File: src/design/ocpMaster_defines.svh
// Widths of the shrunk OCP 2.2 profile
// Byte-wide data, so an INCR burst steps the address by one per beat
`ifndef OCP_MASTER_DEFINES_SVH
`define OCP_MASTER_DEFINES_SVH

// Byte address of the OCP bus
`define OCP_ADDR_WIDTH 64

// One data word per beat
`define OCP_DATA_WIDTH 8

// MBurstLength field, beats per burst
// Zero is not a legal length
`define OCP_BURST_WIDTH 10

`endif
File: src/design/ocpBusPkg.sv
// OCP 2.2 encodings and signal groups of the master profile
// No simple, tag, thread, sideband or test groups in this profile
`include "ocpMaster_defines.svh"

package ocpBusPkg;

  // Meaningful widths
  typedef logic [`OCP_ADDR_WIDTH-1:0] ocpAddrT;
  typedef logic [`OCP_DATA_WIDTH-1:0] ocpDataT;
  typedef logic [`OCP_BURST_WIDTH-1:0] burstLenT;

  // MCmd codes, only idle, write and read get issued
  typedef enum logic [2:0] {
    cmdIdle = 3'b000,
    cmdWr   = 3'b001,
    cmdRd   = 3'b010,
    cmdRdex = 3'b011,
    cmdRdl  = 3'b100,
    cmdWrnp = 3'b101,
    cmdWrc  = 3'b110,
    cmdBcst = 3'b111
  } mCmdE;

  // SResp codes
  typedef enum logic [1:0] {
    respNull = 2'b00,
    respDva  = 2'b01,
    respFail = 2'b10,
    respErr  = 2'b11
  } sRespE;

  // MBurstSeq codes
  // Master supports INCR and STRM only
  typedef enum logic [2:0] {
    seqIncr  = 3'b000,
    seqDflt1 = 3'b001,
    seqWrap  = 3'b010,
    seqDflt2 = 3'b011,
    seqXor   = 3'b100,
    seqStrm  = 3'b101,
    seqUnkn  = 3'b110,
    seqBlck  = 3'b111
  } burstSeqE;

  // Request group, master to slave
  typedef struct packed {
    mCmdE     MCmd;
    ocpAddrT  MAddr;
    ocpDataT  MData;
    burstLenT MBurstLength;
    burstSeqE MBurstSeq;
    logic     MReqLast;
  } ocpReqT;

  // Response group, slave to master
  // Present whenever SResp is not NULL
  typedef struct packed {
    sRespE   SResp;
    ocpDataT SData;
  } ocpRspT;

endpackage

File: src/design/bridgePkg.sv
// Bridge side request and result formats
// Length counts beats and must be nonzero
`include "ocpMaster_defines.svh"

package bridgePkg;
  import ocpBusPkg::*;

  // One request from the bridge
  // Write data is not part of it, it comes per beat on wrData
  typedef struct packed {
    logic     isWrite;
    ocpAddrT  address;
    burstLenT length;
    burstSeqE burstSeq;
  } bridgeReqT;

  // Outcome of one beat, reads and writes alike
  // Data is zero when status is ERR
  typedef struct packed {
    sRespE   status;
    ocpDataT data;
  } readResultT;

endpackage

File: src/design/ocpMasterTop.sv
// OCP 2.2 master, bridge requests in and single or burst commands out
// No MRespAccept, every response is taken; no clock enable
module ocpMasterTop import ocpBusPkg::*, bridgePkg::*; (
  input  logic       Clk,
  input  logic       reset,
  input  bridgeReqT  bridgeReq,
  input  logic       reqValid,
  output logic       reqReady,
  input  ocpDataT    wrData,
  output logic       wrDataTake,
  output readResultT readResult,
  output logic       rdValid,
  output ocpReqT     ocpReq,
  input  logic       SCmdAccept,
  input  ocpRspT     ocpRsp
);

  // Request path toward the bus
  requestSequencer requestSequencer_inst (
    .Clk        (Clk),
    .reset      (reset),
    .bridgeReq  (bridgeReq),
    .reqValid   (reqValid),
    .reqReady   (reqReady),
    .wrData     (wrData),
    .wrDataTake (wrDataTake),
    .SCmdAccept (SCmdAccept),
    .ocpReq     (ocpReq)
  );

  // Response path back to the bridge
  responseCapture responseCapture_inst (
    .Clk        (Clk),
    .reset      (reset),
    .ocpRsp     (ocpRsp),
    .readResult (readResult),
    .rdValid    (rdValid)
  );

endmodule

File: src/design/responseCapture.sv
// Registers each slave response into a bridge result one cycle later
// Responses are always accepted, so back to back ones each get a cycle
module responseCapture import ocpBusPkg::*, bridgePkg::*; (
  input  logic       Clk,
  input  logic       reset,
  input  ocpRspT     ocpRsp,
  output readResultT readResult,
  output logic       rdValid
);

  // Response group valid whenever SResp is not NULL
  logic rspPresent;

  assign rspPresent = (ocpRsp.SResp != respNull);

  // Valid flag
  always_ff @(posedge Clk) begin
    if (reset) begin
      rdValid <= 1'b0;
    end else begin
      rdValid <= rspPresent;
    end
  end

  // Result payload, held between responses
  always_ff @(posedge Clk) begin
    if (rspPresent) begin
      readResult.status <= ocpRsp.SResp;
      // DVA and FAIL carry data, ERR does not
      if (ocpRsp.SResp == respErr) begin
        readResult.data <= '0;
      end else begin
        readResult.data <= ocpRsp.SData;
      end
    end
  end

endmodule

File: src/design/requestSequencer.sv
// Issues bridge requests as OCP bursts, one beat held until SCmdAccept
// Write beats after the first wait two idle cycles for the next bridge word
module requestSequencer import ocpBusPkg::*, bridgePkg::*; (
  input  logic      Clk,
  input  logic      reset,
  input  bridgeReqT bridgeReq,
  input  logic      reqValid,
  output logic      reqReady,
  input  ocpDataT   wrData,
  output logic      wrDataTake,
  input  logic      SCmdAccept,
  output ocpReqT    ocpReq
);

  typedef enum logic [1:0] {stIdle, stWrite, stRead} seqStateE;

  seqStateE state;
  mCmdE     cmdReg;
  ocpDataT  dataReg;
  burstLenT lenReg;
  burstSeqE seqReg;
  // Countdown while the bridge brings the next write word
  logic [1:0] fetchWait;
  ocpAddrT  beatAddr;
  logic     lastBeat;
  logic     take;
  logic     accepted;

  // Only one burst at a time
  assign reqReady = (state == stIdle);
  assign take     = reqValid && reqReady;
  // Beat on the bus sampled with SCmdAccept
  assign accepted = (cmdReg != cmdIdle) && SCmdAccept;

  burstAddressGen burstAddressGen_inst (
    .Clk       (Clk),
    .reset     (reset),
    .load      (take),
    .step      (accepted),
    .startAddr (bridgeReq.address),
    .length    (bridgeReq.length),
    .burstSeq  (bridgeReq.burstSeq),
    .beatAddr  (beatAddr),
    .lastBeat  (lastBeat)
  );

  // Command FSM
  always_ff @(posedge Clk) begin
    if (reset) begin
      state      <= stIdle;
      cmdReg     <= cmdIdle;
      fetchWait  <= 2'd0;
      wrDataTake <= 1'b0;
    end else begin
      // Ask for a new word after every accepted write beat
      wrDataTake <= accepted && (state == stWrite);
      case (state)
        stIdle: begin
          if (take) begin
            state  <= bridgeReq.isWrite ? stWrite : stRead;
            cmdReg <= bridgeReq.isWrite ? cmdWr : cmdRd;
          end
        end
        stWrite: begin
          if (accepted && lastBeat) begin
            state  <= stIdle;
            cmdReg <= cmdIdle;
          end else if (accepted) begin
            // Bus idle until the word behind wrDataTake shows up
            cmdReg    <= cmdIdle;
            fetchWait <= 2'd2;
          end else if (fetchWait == 2'd1) begin
            cmdReg    <= cmdWr;
            fetchWait <= 2'd0;
          end else if (fetchWait != 2'd0) begin
            fetchWait <= fetchWait - 2'd1;
          end
        end
        stRead: begin
          // Read beats go back to back
          if (accepted && lastBeat) begin
            state  <= stIdle;
            cmdReg <= cmdIdle;
          end
        end
        default: begin
          state  <= stIdle;
          cmdReg <= cmdIdle;
        end
      endcase
    end
  end

  // Latched request fields and beat data
  always_ff @(posedge Clk) begin
    if (take) begin
      lenReg  <= bridgeReq.length;
      seqReg  <= bridgeReq.burstSeq;
      // First word is already valid with the request
      dataReg <= bridgeReq.isWrite ? wrData : '0;
    end else if ((state == stWrite) && (fetchWait == 2'd1)) begin
      dataReg <= wrData;
    end
  end

  // Request group straight from registers
  always_comb begin
    ocpReq.MCmd         = cmdReg;
    ocpReq.MAddr        = beatAddr;
    ocpReq.MData        = dataReg;
    ocpReq.MBurstLength = lenReg;
    ocpReq.MBurstSeq    = seqReg;
    ocpReq.MReqLast     = lastBeat;
  end

  // Beat held unchanged until accepted
  beatStable: assert property (@(posedge Clk) disable iff (reset)
    ((ocpReq.MCmd != cmdIdle) && !SCmdAccept) |=> $stable(ocpReq));

  // Bridge must send a nonzero length and a supported sequence
  reqLegal: assert property (@(posedge Clk) disable iff (reset)
    take |-> ((bridgeReq.length != '0) &&
              ((bridgeReq.burstSeq == seqIncr) || (bridgeReq.burstSeq == seqStrm))));

endmodule

File: src/design/burstAddressGen.sv
// Beat address and last-beat flag of the burst on the bus
// INCR steps one byte per beat, STRM holds, other sequences hold too
module burstAddressGen import ocpBusPkg::*; (
  input  logic     Clk,
  input  logic     reset,
  input  logic     load,
  input  logic     step,
  input  ocpAddrT  startAddr,
  input  burstLenT length,
  input  burstSeqE burstSeq,
  output ocpAddrT  beatAddr,
  output logic     lastBeat
);

  // Accepted beats so far in this burst
  burstLenT beatCount;
  burstLenT lenReg;
  burstSeqE seqReg;
  // Set once the final beat has been stepped
  logic     passedLast;

  // Counter and flags
  always_ff @(posedge Clk) begin
    if (reset) begin
      beatCount  <= '0;
      lastBeat   <= 1'b0;
      passedLast <= 1'b0;
    end else if (load) begin
      beatCount  <= '0;
      // Single beat burst is last right away
      lastBeat   <= (length == burstLenT'(1));
      passedLast <= 1'b0;
    end else if (step) begin
      beatCount  <= beatCount + burstLenT'(1);
      // Next beat is last when its index hits length minus one
      lastBeat   <= ((beatCount + burstLenT'(1)) == (lenReg - burstLenT'(1)));
      passedLast <= passedLast | lastBeat;
    end
  end

  // Address and latched burst shape
  always_ff @(posedge Clk) begin
    if (load) begin
      beatAddr <= startAddr;
      lenReg   <= length;
      seqReg   <= burstSeq;
    end else if (step && (seqReg == seqIncr)) begin
      beatAddr <= beatAddr + ocpAddrT'(1);
    end
  end

  // No beat may be accepted once the burst is complete
  stepAfterLast: assert property (@(posedge Clk) disable iff (reset)
    step |-> !passedLast);

endmodule

File: config.mk
export PLATFORM = sky130hd
export DESIGN_NAME = ocpMasterTop
export DESIGN_NICKNAME = d
export VERILOG_FILES = /design/src/design/ocpBusPkg.sv /design/src/design/bridgePkg.sv /design/src/design/ocpMasterTop.sv /design/src/design/responseCapture.sv /design/src/design/requestSequencer.sv /design/src/design/burstAddressGen.sv
export VERILOG_INCLUDE_DIRS = /design/src /design/src/design
export SDC_FILE = /design/constraint.sdc
export NUM_CORES = 1
export LEC_CHECK = 0
export ABC_AREA = 0
export BUFFER_PORTS_ARGS = -buffer_cell sky130_fd_sc_hd__buf_2
export CELL_PAD_IN_SITES_DETAIL_PLACEMENT = 1
export CELL_PAD_IN_SITES_GLOBAL_PLACEMENT = 1
export CORE_ASPECT_RATIO = 0.8
export CORE_UTILIZATION = 36
export CTS_BUF_LIST = sky130_fd_sc_hd__clkbuf_4
export DETAILED_ROUTE_END_ITERATION = 12
export PLACE_DENSITY = 0.76
export SLEW_MARGIN = 30
export SYNTH_ARGS = -nofsm -noshare
export SYNTH_HDL_FRONTEND = slang
export SYNTH_SLANG_ARGS = --single-unit
File: constraint.sdc
create_clock -name Clk -period 9.2 [get_ports Clk]
set_clock_uncertainty 0.2 [all_clocks]
set_input_delay 1.84 -clock Clk [delete_from_list [all_inputs] [get_ports Clk]]
set_output_delay 1.84 -clock Clk [all_outputs]
set_load 0.005 [all_outputs]
==> qor.yml, run 1 <==
post_cts_buffers: 0
worstPathArrival_ns: 3.89
core_rows: 43
fin_cells: 1079
area_growth_syn_to_layout_pct: 23.5
vertical_die_dimension_um: 121
syn_area_per_cell_sq_um: 9.87
timing.final.hold_violations: 0
via_count: 5531
postLayoutCellArea_sq_um: 7840
drt_pre_antenna_iters: 6
die_x_um: 150
critical_path.endpoint_type: "flip-flop"
cellLeakagePower_nw: 3.06
grtUsageTotal_pct: 20.5
min_path_type: "reg -> reg"
routed_len_inst_um: 17.0
max-clock-path-buffers: 2
dieArea_sq_um: 18200
grt_max_degree: 83
cts_buffers: 17
cp_cell_sequence: "buf_2, nand2_1, inv_4, buf_4, o21ai_0"
cp.depth: 5
syn-instance-count: 643
timing.critical_path.required_ns: 9.24
tritoncts: "yes"
count_of_flip_flops_with_a_built_in_enable_after_synthesis: 95
power_density_nw_per_um2: 169
worst_path_max_delay_cell: "buf_4"
timing.final.crit_share_pct: 41.8
area_of_the_placeable_core_sq_um: 17300
placed_cell_area_sq_um: 7570
drt-initial-drc-count: 313
route.antenna.remaining_nets: 0
synth_top_area_cell: "edfxtp_1"
critical_path_class: "in -> reg"
min_path_cells: 2
timing_worst_slew_pin_value_ns: 0.911
slowest_delay_ns: 0.68
place_inst: 1046
drt-total-wl_um: 18300
buffer_ports.inserted: 200
cts.hold.buffers_added: 0
synth_area_leaders: "edfxtp_1, xnor2_1, dfxtp_1, nand2_1, o21ai_0"
layout-drive-gt1-share_pct: 29.9
ys_ff_latch: 114
start_util_pct: 36.8
gp_congestion: 0.840
via_per_inst: 5.13
postLayoutSetupSlackWorst_ns: 5.36
overflow: 0
ctsRootBufferMaster: "clkbuf_4"
status: "completed"
worst_slew_margin_rel_pct: 39.3
r2r_cells: 6
synthesis.area_sq_um: 6350
post_cts_resized: 0
postSynth.topFlopCell: "edfxtp_1"
final_net_count: 948
synth.yosys.warnings: 0
period_needed_ns: 3.84
seq_area_frac_synth_pct: 50.9
remaining_drc_errors: 0
h-tree-depth: 4
path_buf_inv: 3
dpl_worst_slack_ns: 4.75
synth_top_area_share_pct: 44.9
setup-tns-final_ns: 0
antenna_found_initial: 1
crit_family: "buffers and inverters"
grt_pass1_wl_um: 28600
worst-path-max-fanout: 82
finalHoldWorstSlack_ns: 0.301
clkTransAtPathRegs_ns: 0.11
setup-violations-final: 0
hpwlAfterDp_um: 13300
maxClockFrequency_mhz: 260
clk_latency_ns: 0.52
ys_types: 57
design.portCount: 202
worst_setup_startpoint: "reqValid"
syn-num-nets: 751
postSynth.asyncResetShare_pct: 0
reg2reg_setup_slack_ns: 6.06
slew_violations: 0
reg2reg_from: "requestSequencer_inst.state[1]"
worst_setup_path_start_kind: "input pin"
maxCapViolCount: 0
clock_sinks: 114
worst_ir_drop_vdd_mv: 0.0664
number_of_global_route_vias_before_repair: 5596
setup_repair_after_global_routing_missed_its_margin: "no"
==> per-stage QoR <==
stage	utilization [%]	total power, mW
floorplan	-	0.842
global placement	43.8	0.957
detailed placement	43.8	0.967
CTS	45.4	1.34
global route	45.4	1.39
finish	45.4	1.32
==> cell type report <==
| class | count | area [sq um] |
|---|---|---|
| timing repair buffer | 203 | 1020 |
| antenna | 1 | 2.50 |
| multi-input combinational | 475 | 2920 |
| clock inverter | 12 | 116 |
| inverter | 29 | 111 |
| sequential | 114 | 3230 |
| clock buffer | 20 | 150 |
| fill | 2042 | 9430 |
| tap | 225 | 282 |
==> cell families after synthesis <==
kind of cell / Yosys count / synth area share (%)
fa+ha+maj: 8 / 1.58
buf+inv: 54 / 3.37
flops: 114 / 50.9
compound gates: 100 / 8.75
simple gates: 277 / 23.0
xor+xnor: 87 / 12.0
mux: 2 / 0.335
other cells: 1 / 0.0591
==> layout by cell type, fill, tap and decap left out, drive strengths merged, types with 8 or more instances in the layout <==
master	count
nand3	34
xor2	27
clkinv	8
and3	11
o21ai	66
clkbuf	20
xnor2	60
nor3	29
nand2	96
ha	8
nor2	34
buf	203
inv	29
nor4	17
nand4	16
and2	18
a21oi	17
dfxtp	19
edfxtp	95
==> where the power goes <==
part	total [mW]	switching (mW)	internal, mW
logic	0.253	0.141	0.112
clock network	0.370	0.204	0.166
registers	0.701	0.0629	0.638
==> state kept, by name, indices dropped and copies added, names as in the netlist <==
signal	count
requestSequencer_inst.state	2
requestSequencer_inst.wrDataTake	1
requestSequencer_inst.fetchWait	2
requestSequencer_inst.burstAddressGen_inst.beatAddr	64
responseCapture_inst.rdValid	1
requestSequencer_inst.burstAddressGen_inst.beatCount	10
requestSequencer_inst.burstAddressGen_inst.lastBeat	1
requestSequencer_inst.lenReg	10
requestSequencer_inst.cmdReg	2
requestSequencer_inst.dataReg	8
responseCapture_inst.readResult	10
requestSequencer_inst.seqReg	3
==> cell usage after synthesis (12+ instances only) <==
master / count
xor2_1: 27
nand3_1: 32
a21oi_1: 17
nand4_1: 14
edfxtp_1: 95
nor4_1: 12
o21ai_0: 59
dfxtp_1: 19
nor3_1: 27
nand2_1: 95
clkbuf_1: 20
nor2_1: 34
and2_1: 18
inv_1: 29
xnor2_1: 60
==> routing by layer <==
metal / wire [um] / global-route usage, % / share of wire (%) / vias to the layer above
li1: - / - / - / 2681
met1: 8690 / 27.9 / 47 / 2651
met2: 8210 / 32.2 / 45 / 176
met3: 1090 / 4.26 / 6.0 / 21
met4: 298 / 6.94 / 1.6 / 2
met5: 10 / 0 / 0.055 / -
==> worst reg2reg max path, cell delays in order (launching register included) <==
cell     delay [ns]
dfxtp_1        0.35
inv_1          0.08
ha_1           0.24
nand2_1        0.44
inv_4          0.60
buf_4          0.70
o21ai_0        0.27
==> worst min-delay path by stage <==
stage	end	startpoint
6_report	requestSequencer_inst.cmdReg[0]	requestSequencer_inst.cmdReg[0]
5_1_grt	requestSequencer_inst.cmdReg[0]	requestSequencer_inst.cmdReg[0]
4_1_cts	requestSequencer_inst.cmdReg[0]	requestSequencer_inst.cmdReg[0]
3_5_place_dp	requestSequencer_inst.cmdReg[0]	requestSequencer_inst.cmdReg[0]
3_3_place_gp	requestSequencer_inst.cmdReg[1]	requestSequencer_inst.cmdReg[1]
2_1_floorplan	requestSequencer_inst.fetchWait[1]	requestSequencer_inst.fetchWait[1]
No activity file was read; power rests on OpenSTA's default activity.
==> inputs of run 2 (changes only) <==
Settings changed: CORE_UTILIZATION 36 to 40, PLACE_DENSITY 0.76 to 0.8.
Clock period 9.2 ns to 4 ns, I/O delays scaled along.
==> run 2 against run 1 <==
Effect of this change:
- power up 140%
- core utilization up 6.1 points
- worst hold slack worse by 0.074 ns
- register-to-register slack worse by 4.9 ns
- clock power up 140%
==> qor.yml, run 2 (synthesis gave the netlist of run 1 again) <==
min_path_cells: 1  # -1
grt_pass1_wl_um: 29800  # +4.0%
remaining_drc_errors: 0  # unchanged
flip_flop_count_of_the_largest_register_all_copies_and_words_added: 64  # unchanged
maxClockFrequency_mhz: 352
timing.final.crit_share_pct: 71.0
internal_power_mw: 2.18  # +140%
cts_buffers: 17  # unchanged
via_count: 5636  # +1.9%
cellLeakagePower_nw: 3.08  # +0.79%
cp_cell_sequence: "ha_1, nand2_1, nor4_4, nand4_4, nor4_2, xnor2_1, o21ai_2"
antenna_found_initial: 0  # -1
max-clock-path-buffers: 2  # unchanged
slew_violations: 0  # unchanged
reg2reg_setup_slack_ns: 1.16  # -4.90 ns
drt-initial-drc-count: 336  # +7.3%
area_growth_syn_to_layout_pct: 23.9
postLayoutSetupSlackWorst_ns: 1.16  # -4.20 ns
n_antenna_cell: 0  # -1
critical_path.endpoint_type: "flip-flop"
dieArea_sq_um: 16400  # -9.9%
worstPathArrival_ns: 2.93  # -0.96 ns
via_per_inst: 5.30  # +3.3%
netSwitchingFraction_pct: 30.2  # -0.58 points
die_x_um: 143  # -5.1%
drt-total-wl_um: 18900  # +3.1%
timing.critical_path.required_ns: 4.09  # -5.15 ns
drt_pre_antenna_iters: 5  # -1
post_cts_resized: 0  # unchanged
route.antenna.remaining_nets: 0  # unchanged
power.total_mw: 3.12  # +140%
worst-path-max-fanout: 9  # -89%
worst_slew_margin_rel_pct: 42.2  # +2.9 points
setup_repair_after_global_routing_missed_its_margin: "no"
hold_path.startpoint: "bridgeReq[5]"
routed_len_inst_um: 17.7  # +4.6%
combPwrFrac_pct: 19.2  # about the same
power_density_nw_per_um2: 396  # +130%
gr-usage-met1_pct: 30.2  # +2.3 points
timing.final.hold_violations: 0  # unchanged
clk_latency_ns: 0.56  # +0.04 ns
maxCapViolCount: 0  # unchanged
final_net_count: 950  # +0.21%
cts.hold.buffers_added: 0  # unchanged
place_inst: 1033  # -1.2%
design.portCount: 202  # unchanged
buffer_ports.inserted: 200  # unchanged
number_of_global_route_vias_before_repair: 5807  # +3.8%
dpl_worst_slack_ns: 1.17  # -3.58 ns
h-tree-depth: 4  # unchanged
met2_usage_pct: 40.0  # +7.8 points
power.switching_mw: 0.941  # +130%
overflow: 0  # unchanged
finalHoldWorstSlack_ns: 0.227  # -0.0737 ns
area_of_the_placeable_core_sq_um: 15300  # -12%
tritoncts: "yes"
status: "completed"
setup-tns-final_ns: 0  # unchanged
grt_util_met3_pct: 5.06  # +0.80 points
core_rows: 40  # -7.0%
power.clock.fraction_pct: 29.1  # +1.2 points
clkTransAtPathRegs_ns: 0.12  # about the same
min_path_type: "in -> reg"
worst_path_max_delay_cell: "nor4_4"
critical_path_class: "reg -> reg"
hpwlAfterDp_um: 14200  # +6.7%
post_cts_buffers: 0  # unchanged
start_util_pct: 41.6  # +4.8 points
setup-violations-final: 0  # unchanged
grt_max_degree: 77  # -7.2%
period_needed_ns: 2.84
layout.cells.most_common_list: "buf_2, nand2_1, edfxtp_1"
slowest_delay_ns: 0.64  # -0.04 ns
vertical_die_dimension_um: 115  # -5.0%
mostFrequentLayoutCell: "buf_2"
share_seq_of_total_power_pct: 51.8  # -1.2 points
clock_sinks: 114  # unchanged
layout-drive-gt1-share_pct: 30.2  # +0.32 points
gp_congestion: 0.862  # +2.5%
fin_cells: 1064  # -1.4%
fillers: 1838  # -10%
r2r_cells: 7  # +1
worst_ir_drop_vdd_mv: 0.163  # +150%
max_flop_register: "requestSequencer_inst.burstAddressGen_inst.beatAddr"
timing_worst_slew_pin_value_ns: 0.867  # -0.0432 ns
grtUsageTotal_pct: 24.0  # +3.6 points
ctsRootBufferMaster: "clkbuf_4"
worst_setup_path_start_kind: "flip-flop"
grt-busiest-layer: "met2"
[run 2: worst min path at each step]
stage | end | slack, ns
after floorplan | requestSequencer_inst.fetchWait[1] | 0.26
after detailed placement | requestSequencer_inst.fetchWait[1] | 0.28
final | requestSequencer_inst.lenReg[2] | 0.23
after CTS | requestSequencer_inst.lenReg[2] | 0.19
after global placement | requestSequencer_inst.fetchWait[1] | 0.27
after global routing | requestSequencer_inst.lenReg[2] | 0.18
[run 2: cell type report]
type	count	area [sq um]	area share, %
multi-input cells	475	2920	37.1
well taps	210	263	3.34
inverters	29	110	1.40
clock inverters	11	139	1.77
repair buffers	205	1050	13.4
clock buffers	20	150	1.91
flip-flops and latches	114	3230	41.1
[run 2: critical path, delay by kind of cell (launching register included)]
| kind | cells | cell delay, ns |
|---|---|---|
| XOR/XNOR | 1 | 0.19 |
| AO/OA/AOI/OAI | 1 | 0.06 |
| flip-flops | 1 | 0.45 |
| adder cells (fa/ha/maj) | 1 | 0.24 |
| AND/OR/NAND/NOR | 4 | 1.45 |
[run 2: power groups by stage]
| stage | Combinational [mW] | Sequential [mW] | Clock [mW] |
|---|---|---|---|
| final | 0.597 | 1.61 | 0.906 |
| after global routing | 0.669 | 1.64 | 0.977 |
| after CTS | 0.606 | 1.62 | 0.928 |
| after detailed placement | 0.600 | 1.64 | 0 |
| after global placement | 0.573 | 1.63 | 0 |
| after floorplan | 0.314 | 1.62 | 0 |
[run 2: metal layers]
| metal | wire length (um) | vias to the layer above |
|---|---|---|
| met2 | 8890 | 183 |
| met5 | 0 | - |
| met3 | 1140 | 36 |
| li1 | - | 2689 |
| met4 | 462 | 0 |
| met1 | 8380 | 2728 |
[run 2: through the flow]
stage                     cell area, sq um  utilization [%]
final                                 7870             51.5
after global placement                7580             49.6
after floorplan                       6370                -
after detailed placement              7580             49.6
after global routing                  7870             51.5
after CTS                             7870             51.5
==> inputs of run 3 (changes only) <==
Settings changed: ABC_AREA 0 to 1, CORE_UTILIZATION 40 to 35, PLACE_DENSITY 0.8 to 0.75.
Clock period 4 ns to 2.5 ns, I/O delays scaled along.
==> run 3 against run 2 <==
Effect of this change:
- wire length up 50%
- core utilization down 2.7 points
- die area up 32%
- largest cell class is now multi-input combinational cells
- highest routed layer unchanged
==> qor.yml, run 3 <==
remaining_drc_errors: 0  # unchanged
postSynth.asyncResetShare_pct: 0  # unchanged
multi_input_gate_area_in_the_final_layout_sq_um: 3660  # +25%
critical_path_class: "reg -> reg"
layout.cells.most_common_list: "nand2_1, buf_2, inv_1"
via_per_inst: 5.07  # -4.3%
worst-path-max-fanout: 5  # -4
tritoncts: "yes"
postSynth.topFlopCell: "edfxtp_1"
syn_area_per_cell_sq_um: 7.53  # -24%
layout-drive-gt1-share_pct: 25.7  # -4.5 points
die_x_um: 164  # +15%
synth.yosys.warnings: 0  # unchanged
drt-initial-drc-count: 522  # +55%
final_net_count: 1407  # +48%
design.portCount: 202  # unchanged
period_needed_ns: 2.42  # -0.423 ns
timing.final.crit_share_pct: 96.6  # +26 points
r2r_cells: 11  # +4
seq_area_frac_synth_pct: 43.9  # -7.0 points
worst_ir_drop_vdd_mv: 0.338  # +110%
routed_len_inst_um: 17.9  # +0.73%
setup-violations-final: 0  # unchanged
min_path_type: "in -> reg"
ys_ff_latch: 114  # unchanged
status: "completed"
sequential_cell_area_sq_um: 3230  # unchanged
synth_commonest_cells: "nand2_1, inv_1, nor2_1, edfxtp_1, nand3_1"
area_of_the_placeable_core_sq_um: 20600  # +35%
gp_congestion: 0.931  # +8.0%
finalHoldWorstSlack_ns: 0.0223  # -0.205 ns
drt_pre_antenna_iters: 5  # unchanged
worst_setup_path_start_kind: "flip-flop"
grt_max_degree: 67  # -13%
maxClockFrequency_mhz: 414  # +18%
ctsRootBufferMaster: "clkbuf_4"
max-clock-path-buffers: 2  # unchanged
fillers: 2632  # +43%
overflow: 0  # unchanged
timing.final.hold_violations: 0  # unchanged
clk_latency_ns: 0.58  # +0.02 ns
synthesis.area_sq_um: 7360  # +16%
syn-instance-count: 978  # +52%
grt_pass1_wl_um: 43800  # +47%
synth_top_area_share_pct: 38.7  # -6.2 points
grtUsageTotal_pct: 26.6  # +2.6 points
postLayoutCellArea_sq_um: 10100  # +28%
worstPathArrival_ns: 2.68  # -0.25 ns
maxCapViolCount: 0  # unchanged
syn-num-nets: 1086  # +45%
setup_repair_after_global_routing_missed_its_margin: "yes"
route.antenna.remaining_nets: 0  # unchanged
cellLeakagePower_nw: 4.67  # +52%
flip_flop_count_of_the_largest_register_all_copies_and_words_added: 64  # unchanged
fin_cells: 1584  # +49%
power_density_nw_per_um2: 823  # +110%
clkTransAtPathRegs_ns: 0.15  # +0.03 ns
synth.most_common_cell: "nand2_1"
ys_types: 45  # -21%
critical_path.endpoint_type: "flip-flop"
max_flop_register: "requestSequencer_inst.burstAddressGen_inst.beatAddr"
dieArea_sq_um: 21600  # +32%
timing_worst_slew_pin_value_ns: 0.539  # -0.329 ns
timing.critical_path.required_ns: 2.77  # -1.32 ns
start_util_pct: 35.7  # -5.9 points
drt-total-wl_um: 28300  # +50%
setup-tns-final_ns: 0  # unchanged
synth_area_leaders: "edfxtp_1, nand2_1, inv_1, nor2_1, dfxtp_1"
area_growth_syn_to_layout_pct: 37.0
vertical_die_dimension_um: 132  # +15%
buffer_ports.inserted: 200  # unchanged
hpwlAfterDp_um: 21800  # +54%
h-tree-depth: 4  # unchanged
antenna_found_initial: 3  # +3
mostFrequentLayoutCell: "nand2_1"
worst_slew_margin_rel_pct: 63.8  # +22 points
count_of_flip_flops_with_a_built_in_enable_after_synthesis: 95  # unchanged
core_rows: 47  # +18%
placed_cell_area_sq_um: 9070  # +20%
synth_top_area_cell: "edfxtp_1"
place_inst: 1480  # +43%
slew_violations: 0  # unchanged
via_count: 8032  # +43%
cts_buffers: 17  # unchanged
number_of_global_route_vias_before_repair: 8191  # +41%
clock_sinks: 114  # unchanged
reg2reg_setup_slack_ns: 0.08  # -1.08 ns
-- run 3: cell count changes after synthesis, sizes merged, moves of 9 or more --
cell / delta
nand2: +237
inv: +90
nor2: +89
xnor2: -40
o21ai: -33
nand3: +31
nand4: +19
and2: -15
a31oi: +13
and3: -11
clkbuf: -9
-- run 3: logic make-up (layout without fill, tap and decap cells) --
kind of cell | after synthesis | in the layout | synth area share, %
simple gates | 605 | 605 | 37.2
compound gates | 71 | 71 | 5.42
xor+xnor | 40 | 40 | 4.76
other cells | 1 | 4 | 0.0509
buf+inv | 139 | 473 | 7.27
flops | 114 | 114 | 43.9
fa+ha+maj | 8 | 8 | 1.36
-- run 3: worst min-delay path by stage --
stage,from,cells after the start,endpoint
global route,wrData[2],3,requestSequencer_inst.dataReg[2]
detailed placement,requestSequencer_inst.cmdReg[1],2,requestSequencer_inst.cmdReg[1]
floorplan,requestSequencer_inst.state[1],2,requestSequencer_inst.state[1]
finish,bridgeReq[15],3,flip-flop
global placement,requestSequencer_inst.state[1],2,requestSequencer_inst.state[1]
CTS,bridgeReq[15],3,flip-flop
-- run 3: final cells by class --
class / instances / share of cell area (%)
antenna: 3 / 0.0744
clock buffer: 17 / 1.27
clock inverter: 15 / 1.66
inverter: 121 / 4.53
multi-input combinational: 725 / 36.3
sequential: 114 / 32.1
tap: 269 / 3.34
timing repair buffer: 320 / 20.8
-- run 3: through the flow --
| step | worst slack [ns] | util, % | power (mW) |
|---|---|---|---|
| after detailed placement | 0.0546 | 44.0 | 6.69 |
| after global routing | -0.0151 | 48.9 | 8.85 |
| after global placement | 0.132 | 44.0 | 6.56 |
| after CTS | 0.0165 | 48.5 | 8.31 |
| after floorplan | -1.03 | - | 5.08 |
| final | 0.0845 | 48.9 | 8.30 |
-- run 3: where the power goes --
group          total (mW)  switching [mW]  internal [mW]
registers            3.34           0.534           2.81
clock network        1.55           0.923          0.623
logic                3.42            2.10           1.31
-- run 3: worst max-delay path: stages, from the launching register on --
cell      delay [ns]
edfxtp_1        0.45
ha_2            0.24
nand2_2         0.08
nor2_4          0.20
nand2_4         0.10
inv_4           0.09
nand4_4         0.10
nor3b_4         0.38
buf_4           0.18
xor2_1          0.15
nand2_1         0.07
nand2_1         0.06
-- run 3: timing repair --
item / CTS / global route
resized for setup: 0 / 8
setup buffers: 0 / 5
hold buffers: 64 / 0
hold endpoints to repair: 67 / 0
setup endpoints to repair: 0 / 7
-- run 3: metal layers --
metal  global-route usage [%]  wire length [um]
met5                        0                 0
met4                     8.49               574
met3                     4.67              2120
met2                     41.2             12600
met1                     37.5             13000
